**src/core_pkg.sv**
```systemverilog
package core_pkg;

    localparam int rob_width = 4;
    localparam int preg_width = 5;
    localparam int xlen = 32;

    // The wrap bit flips each time the ROB pointer passes the end of the ROB.
    typedef struct packed {
        logic                 dir;
        logic [rob_width-1:0] idx;
    } rob_idx_t;

    typedef logic [preg_width-1:0] preg_t;
    typedef logic [xlen-1:0]       word_t;

    // True when a is strictly older than b.
    function automatic logic rob_older(input rob_idx_t a, input rob_idx_t b);
        logic result;
        if (a.dir == b.dir) begin
            result = a.idx < b.idx;
        end else begin
            result = a.idx > b.idx; // b has wrapped past a.
        end
        return result;
    endfunction

endpackage

```
**src/csr_pkg.sv**
```systemverilog
package csr_pkg;

    import core_pkg::*;

    localparam int csr_iq_size = 8;
    localparam int csr_iq_width = 3;

    // Machine CSR addresses held by the CSR unit.
    localparam logic [11:0] csr_mscratch = 12'h340;
    localparam logic [11:0] csr_mtvec = 12'h305;
    localparam logic [11:0] csr_mepc = 12'h341;

    // Values follow the funct3 encoding of the register CSR forms.
    typedef enum logic [2:0] {
        csr_rw = 3'b001,
        csr_rs = 3'b010,
        csr_rc = 3'b011
    } csr_op_t;

    typedef struct packed {
        logic [11:0] csr_addr;
        logic [4:0]  rs1;
        logic [2:0]  funct3;
        logic [4:0]  rd;
        logic [6:0]  opcode;
    } csr_fields_t;

    // The raw word goes out as trap_inst, the fields are decoded by the CSR unit.
    typedef union packed {
        logic [31:0] raw;
        csr_fields_t fields;
    } csr_inst_u;

    typedef struct packed {
        logic     we;
        preg_t    rs1;
        preg_t    rd;
        rob_idx_t rob_idx;
    } csr_status_t;

    typedef struct packed {
        csr_inst_u   inst;
        csr_status_t status;
        word_t       rdata;
    } csr_issue_t;

endpackage

```
**src/csr_issue_queue.sv**
```systemverilog
`timescale 1ns/1ns

module csr_issue_queue import core_pkg::*, csr_pkg::*; (
    input  logic        clk,
    input  logic        rst,
    input  logic        dis_en,
    input  csr_inst_u   dis_inst,
    input  csr_status_t dis_status,
    output logic        dis_full,
    input  rob_idx_t    commit_rob_idx,
    input  logic        redirect,
    input  rob_idx_t    redirect_idx,
    output preg_t       rd_preg,
    input  word_t       rd_data,
    output logic        issue_en,
    output csr_issue_t  issue,
    output word_t       trap_inst
);

    typedef enum logic {
        st_idle,
        st_writing
    } iq_state_t;

    csr_inst_u   inst_ram [csr_iq_size];
    csr_status_t status_ram [csr_iq_size];
    logic [csr_iq_size-1:0] dir_table;

    iq_state_t state;
    rob_idx_t  write_rob_idx;
    logic [csr_iq_width-1:0] head, tail, head_n, tail_n;
    logic hdir, tdir;
    logic [csr_iq_width:0] occupancy;
    logic enqueue, select_en, issue_q;
    logic keep_any;
    logic [csr_iq_width-1:0] keep_last, keep_next;
    csr_status_t head_status;

    assign occupancy = {tdir, tail} - {hdir, head}; // 0 to csr_iq_size.
    assign dis_full = occupancy[csr_iq_width];
    assign enqueue = dis_en & ~dis_full & ~redirect;
    assign head_n = head + 1'b1;
    assign tail_n = tail + 1'b1;
    assign head_status = status_ram[head];

    // CSR instructions only leave the queue once the ROB is committing them.
    assign select_en = (occupancy != '0) && state == st_idle &&
                       head_status.rob_idx == commit_rob_idx && !redirect;
    assign rd_preg = head_status.rs1;

    // A redirect in the issue cycle kills the instruction unless it is older.
    assign issue_en = issue_q & (~redirect | rob_older(issue.status.rob_idx, redirect_idx));

    always_ff @(posedge clk) begin
        if (enqueue) begin
            inst_ram[tail] <= dis_inst;
            status_ram[tail] <= dis_status;
        end
        if (select_en) begin
            issue.inst <= inst_ram[head];
            issue.status <= head_status;
            issue.rdata <= rd_data;
        end
    end

    // Walk from the head and remember the youngest entry that survives the redirect.
    always_comb begin
        logic [csr_iq_width-1:0] slot;
        keep_any = 1'b0;
        keep_last = head;
        for (int k = 0; k < csr_iq_size; k++) begin
            slot = head + csr_iq_width'(k);
            if ((csr_iq_width+1)'(k) < occupancy &&
                !rob_older(redirect_idx, status_ram[slot].rob_idx)) begin
                keep_any = 1'b1;
                keep_last = slot;
            end
        end
    end
    assign keep_next = keep_last + 1'b1;

    always_ff @(posedge clk or posedge rst) begin
        if (rst) begin
            state <= st_idle;
            write_rob_idx <= '0;
            head <= '0;
            hdir <= 1'b0;
            issue_q <= 1'b0;
            trap_inst <= '0;
        end else begin
            issue_q <= select_en;
            if (select_en) begin
                trap_inst <= inst_ram[head].raw;
            end
            case (state)
                st_idle: begin
                    if (select_en) begin
                        state <= st_writing;
                        write_rob_idx <= head_status.rob_idx;
                    end
                end
                st_writing: begin
                    // The ROB moved on, so the entry has retired.
                    if (write_rob_idx != commit_rob_idx) begin
                        state <= st_idle;
                        head <= head_n;
                        hdir <= (head == '1) ? ~hdir : hdir;
                    end
                end
                default: state <= st_idle;
            endcase
        end
    end

    always_ff @(posedge clk or posedge rst) begin
        if (rst) begin
            tail <= '0;
            tdir <= 1'b0;
            dir_table <= '0;
        end else if (redirect) begin
            tail <= keep_any ? keep_next : head;
            if (keep_any) begin
                tdir <= (keep_last == '1) ? ~dir_table[keep_last] : dir_table[keep_last];
            end else begin
                tdir <= hdir;
            end
        end else if (enqueue) begin
            tail <= tail_n;
            tdir <= (tail == '1) ? ~tdir : tdir;
            dir_table[tail] <= tdir;
        end
    end

    a_no_enq_full: assert property (@(posedge clk) disable iff (rst)
        occupancy <= csr_iq_size);

    a_one_in_flight: assert property (@(posedge clk) disable iff (rst)
        select_en |=> !select_en [*2]);

endmodule

```
**src/preg_file.sv**
```systemverilog
`timescale 1ns/1ns

module preg_file import core_pkg::*; (
    input  logic  clk,
    input  logic  rst,
    input  preg_t raddr,
    output word_t rdata,
    input  logic  we0,
    input  preg_t waddr0,
    input  word_t wdata0,
    input  logic  we1,
    input  preg_t waddr1,
    input  word_t wdata1
);

    localparam int preg_num = 1 << preg_width;

    word_t regs [preg_num];

    assign rdata = (raddr == '0) ? '0 : regs[raddr]; // Register 0 is hard zero.

    always_ff @(posedge clk or posedge rst) begin
        if (rst) begin
            for (int i = 0; i < preg_num; i++) begin
                regs[i] <= '0;
            end
        end else begin
            if (we1 && waddr1 != '0) begin
                regs[waddr1] <= wdata1;
            end
            // Port 0 comes second so the CSR writeback wins a collision.
            if (we0 && waddr0 != '0) begin
                regs[waddr0] <= wdata0;
            end
        end
    end

    a_no_zero_write: assert property (@(posedge clk) disable iff (rst)
        !(we0 && waddr0 == '0) && !(we1 && waddr1 == '0));

endmodule

```
**src/csr_unit.sv**
```systemverilog
`timescale 1ns/1ns

module csr_unit import core_pkg::*, csr_pkg::*; (
    input  logic       clk,
    input  logic       rst,
    input  logic       issue_en,
    input  csr_issue_t issue,
    output logic       wb_en,
    output preg_t      wb_rd,
    output word_t      wb_data,
    output logic       done,
    output rob_idx_t   done_rob_idx
);

    word_t mscratch, mtvec, mepc;
    word_t old_val, new_val;
    logic [11:0] addr;
    csr_op_t op;

    assign addr = issue.inst.fields.csr_addr;
    assign op = csr_op_t'(issue.inst.fields.funct3);

    // Addresses outside the three machine CSRs read as zero.
    always_comb begin
        case (addr)
            csr_mscratch: old_val = mscratch;
            csr_mtvec: old_val = mtvec;
            csr_mepc: old_val = mepc;
            default: old_val = '0;
        endcase
    end

    always_comb begin
        case (op)
            csr_rw: new_val = issue.rdata;
            csr_rs: new_val = old_val | issue.rdata;
            csr_rc: new_val = old_val & ~issue.rdata;
            default: new_val = old_val; // Not a register CSR form.
        endcase
    end

    always_ff @(posedge clk or posedge rst) begin
        if (rst) begin
            mscratch <= '0;
            mtvec <= '0;
            mepc <= '0;
            wb_en <= 1'b0;
            done <= 1'b0;
        end else begin
            wb_en <= issue_en & issue.status.we;
            done <= issue_en;
            if (issue_en) begin
                case (addr)
                    csr_mscratch: mscratch <= new_val;
                    csr_mtvec: mtvec <= new_val;
                    csr_mepc: mepc <= new_val;
                    default: ;
                endcase
            end
        end
    end

    // The old CSR value goes back to rd.
    always_ff @(posedge clk) begin
        if (issue_en) begin
            wb_rd <= issue.status.rd;
            wb_data <= old_val;
            done_rob_idx <= issue.status.rob_idx;
        end
    end

    // CSR instructions reach the unit one at a time.
    a_no_back_to_back: assert property (@(posedge clk) disable iff (rst)
        issue_en |=> !issue_en);

endmodule

```
**src/csr_subsystem.sv**
```systemverilog
`timescale 1ns/1ns

module csr_subsystem import core_pkg::*, csr_pkg::*; (
    input  logic        clk,
    input  logic        rst,
    input  logic        dis_en,
    input  csr_inst_u   dis_inst,
    input  csr_status_t dis_status,
    output logic        dis_full,
    input  rob_idx_t    commit_rob_idx,
    input  logic        redirect,
    input  rob_idx_t    redirect_idx,
    input  logic        ext_we,
    input  preg_t       ext_waddr,
    input  word_t       ext_wdata,
    output logic        wb_en,
    output preg_t       wb_rd,
    output word_t       wb_data,
    output logic        done,
    output rob_idx_t    done_rob_idx,
    output word_t       trap_inst
);

    preg_t      rd_preg;
    word_t      rd_data;
    logic       issue_en;
    csr_issue_t issue;

    csr_issue_queue csr_issue_queue_inst (
        .clk            (clk),
        .rst            (rst),
        .dis_en         (dis_en),
        .dis_inst       (dis_inst),
        .dis_status     (dis_status),
        .dis_full       (dis_full),
        .commit_rob_idx (commit_rob_idx),
        .redirect       (redirect),
        .redirect_idx   (redirect_idx),
        .rd_preg        (rd_preg),
        .rd_data        (rd_data),
        .issue_en       (issue_en),
        .issue          (issue),
        .trap_inst      (trap_inst)
    );

    // Port 0 takes the CSR writeback, port 1 the other units.
    preg_file preg_file_inst (
        .clk    (clk),
        .rst    (rst),
        .raddr  (rd_preg),
        .rdata  (rd_data),
        .we0    (wb_en),
        .waddr0 (wb_rd),
        .wdata0 (wb_data),
        .we1    (ext_we),
        .waddr1 (ext_waddr),
        .wdata1 (ext_wdata)
    );

    csr_unit csr_unit_inst (
        .clk          (clk),
        .rst          (rst),
        .issue_en     (issue_en),
        .issue        (issue),
        .wb_en        (wb_en),
        .wb_rd        (wb_rd),
        .wb_data      (wb_data),
        .done         (done),
        .done_rob_idx (done_rob_idx)
    );

endmodule

```
**config.mk**
```make
export PLATFORM = sky130hd
export DESIGN_NAME = csr_subsystem
export DESIGN_NICKNAME = d
export VERILOG_FILES = /design/src/core_pkg.sv /design/src/csr_pkg.sv /design/src/csr_issue_queue.sv /design/src/preg_file.sv /design/src/csr_unit.sv /design/src/csr_subsystem.sv
export SDC_FILE = /design/constraint.sdc
export NUM_CORES = 2
export LEC_CHECK = 0
export ABC_AREA = 1
export BUFFER_PORTS_ARGS = -buffer_cell sky130_fd_sc_hd__buf_2
export CAP_MARGIN = 20
export CELL_PAD_IN_SITES_DETAIL_PLACEMENT = 0
export CELL_PAD_IN_SITES_GLOBAL_PLACEMENT = 1
export CORE_AREA = 2 2 474 476
export DETAILED_ROUTE_END_ITERATION = 6
export DIE_AREA = 0 0 476 478
export HOLD_SLACK_MARGIN = 0.12
export PLACE_DENSITY = 0.73
export SETUP_SLACK_MARGIN = 0.05
export SLEW_MARGIN = 10
export SYNTH_ARGS = -nofsm -noshare
export SYNTH_HDL_FRONTEND = slang
export SYNTH_HIERARCHICAL = 1
export SYNTH_SLANG_ARGS = --single-unit
```
**constraint.sdc**
```tcl
create_clock -name clk -period 54.9 [get_ports clk]
set_input_delay 5.49 -clock clk [delete_from_list [all_inputs] [get_ports clk]]
set_output_delay 5.49 -clock clk [all_outputs]
set_load 0.01 [all_outputs]
```
==> impl_metrics.csv <==
group,metric,value,unit
synthesis,synthesis.area_per_instance,7.64,sq um
timing,final.setup.tns,0,ns
place,dpl-instance-area,91000,sq um
timing,max_slew.worst_pin.slew,1.27,ns
pwr,power.density_cell_area,55.1,nW/um^2
drt,post_drt_wl_per_cell,26.5,um
clocking,htree_num_levels,4,
flow_run,cap_violations,0,
drt,routedLengthMet1,151000,um
timing,worst_hold_slack,0.374,ns
timing,hold_viol,0,
drt,routed_wirelength,380000,um
place,placement.io_buffers,176,
final_layout,nFillCells,22300,
global_route,grt_max_degree,176,
synthesis,synth.cell_area,87700,sq um
clocking,cts_root_buf,"sky130_fd_sc_hd__clkbuf_16",
worst_setup_path,critical_path_peak_fanout,17,
final_layout,layout.cell_area.non_filler,97500,sq um
drt,routed_via_density,5.73,
status,violations_in_the_final_reports,"DRC",
drt,routed-via-count,82200,
drt,drc,1,
global_route,grt_first_pass_wirelength,549000,um
status,outcome,"finished with violations",
final_layout,area_growth_syn_to_layout,11.1,%
worst_setup_path,crit_path_end_kind,"primary output",
worst_setup_path,path_class,"reg2out",
pwr,totalPowerFinal,5.37,mW
clocking,number_of_cts_inserted_buffers,191,
timing,grt_setup_unrepaired,"no",
global_route,antenna_found_initial,45,
floorplanning,die_width,476,um
timing,timing.clock.skew,0.0333,ns
final_layout,mostFrequentLayoutCells,"sky130_fd_sc_hd__nand2_1, sky130_fd_sc_hd__nand3_1, sky130_fd_sc_hd__dfrtp_1",
synthesis,yosys_warnings,6,
clocking,cts_tree,"done",
drt,first_iter_violations,10800,
clocking,clockBufferDepth,3,
min_path,timing.hold.worst_path_depth,0,
final_layout,layoutNonFillerInstCount,14300,
final_layout,final_layout_size_suffix_gt1_share,7.97,%
clocking,path_clk_slew,0.06,ns
drt,wl_met3,36900,um
clocking,ctsResizeCount,0,
clocking,clock_sinks,1661,
drt,final_antenna_net_count,0,
pwr,worst_ir_drop_vdd,0.0512,mV
timing,relSlewSlack,15.4,%
timing,timing.fmax,0.119,GHz
timing,fin_crit,8.41,ns
worst_setup_path,cp_data_required_time,49.41,ns
timing,slew_violations,0,
clocking,postCtsSetupBuffers,0,
clocking,clk_latency,0.89,ns
worst_setup_path,reg2reg_depth,17,
floorplanning,core-area,223000,sq um
floorplanning,boundaryPins,177,
worst_setup_path,worstSetupStartpointType,"register",
final_layout,post_layout_util,43.7,%
global_route,grt_pass1_vias,76600,
final_layout,layout.cells.most_common,"sky130_fd_sc_hd__nand2_1",
place,gp_congestion,0.941,
min_path,worst_hold_path_type,"reg2reg",
floorplanning,floorplan.rows,174,
timing,finalSetupViolations,0,
global_route,grt_overflow_total,0,
global_route,groute.usage.overall,32.9,%
synthesis,net_count_synth,11600,
floorplanning,initial_core_utilization,39.3,%
place,dp_worst_setup_slack,45.95,ns
final_layout,final_nets,11300,
place,numPlacedInstances,14000,
floorplanning,chipHeight,478,um
worst_setup_path,crit_arrival,2.92,ns
drt,met2RoutedLength,167000,um
pwr,leakage,47.3,nW
synthesis,synthCells,11500,
timing,setup_slack,46.49,ns
clocking,holdBufCountCts,0,
place,dp.final_hpwl,229000,um
timing,final.period_utilization,15.3,%
drt,detailedRoute.firstPassIterationCount,7,
floorplanning,die_area,228000,sq um
drt,highest-signal-layer,"met5",
## sequential cells by signal (all words and copies together), names as in the netlist, 8 cells and up
signal,cells
preg_file_inst/regs,1024
csr_issue_queue_inst/inst_ram,256
csr_issue_queue_inst/status_ram,128
csr_issue_queue_inst/issue,58
csr_issue_queue_inst/trap_inst,32
csr_unit_inst/mepc,32
csr_unit_inst/mscratch,32
csr_unit_inst/mtvec,32
csr_unit_inst/wb_data,32
csr_issue_queue_inst/dir_table,8
## power by group
part | internal, mW | switching (mW) | total [mW]
clock | 0.752 | 0.559 | 1.31
sequential | 1.51 | 0.119 | 1.63
combinational | 0.659 | 1.77 | 2.43
total | 2.92 | 2.45 | 5.37
## path summary, 6_finish.rpt
kind	start	endpoint	slack [ns]
hold / removal	preg_file_inst/regs[1002]	preg_file_inst/regs[1002]	0.37
min in group asynchronous	rst	csr_unit_inst/done	4.73
setup / recovery	csr_issue_queue_inst/head[2]	dis_full	46.49
hold reg to reg	preg_file_inst/regs[1002]	preg_file_inst/regs[1002]	0.37
setup reg to reg	csr_issue_queue_inst/head[2]	csr_issue_queue_inst/issue[15]	47.93
max in group asynchronous	rst	preg_file_inst/regs[964]	47.50
## layer usage
metal  track usage [%]  vias to the layer above
met4              19.1                       48
met5                 0                        -
met2              50.2                     4453
met1              43.1                    40000
met3              7.12                      936
li1                  -                    36700
## worst max-delay path, cell delays in order, from the launching register on
cell,delay [ns]
sky130_fd_sc_hd__dfrtp_1,0.32
sky130_fd_sc_hd__buf_4,0.30
sky130_fd_sc_hd__inv_6,0.16
sky130_fd_sc_hd__ha_1,0.37
sky130_fd_sc_hd__a21oi_1,0.16
sky130_fd_sc_hd__nand2_1,0.08
sky130_fd_sc_hd__or2_1,0.25
sky130_fd_sc_hd__nand2_4,0.12
sky130_fd_sc_hd__inv_1,0.11
sky130_fd_sc_hd__buf_2,0.15
## final cells by class
cell class / count / area, sq um / share of cell area, %
sequential: 1661 / 44000 / 45.1
multi-input combinational: 7835 / 36300 / 37.3
clock buffer: 286 / 5630 / 5.77
inverter: 1079 / 4100 / 4.21
tap: 2992 / 3740 / 3.84
timing repair buffer: 419 / 2890 / 2.97
clock inverter: 64 / 753 / 0.773
antenna: 12 / 30.0 / 0.0308
No activity file was read; power rests on OpenSTA's default activity.
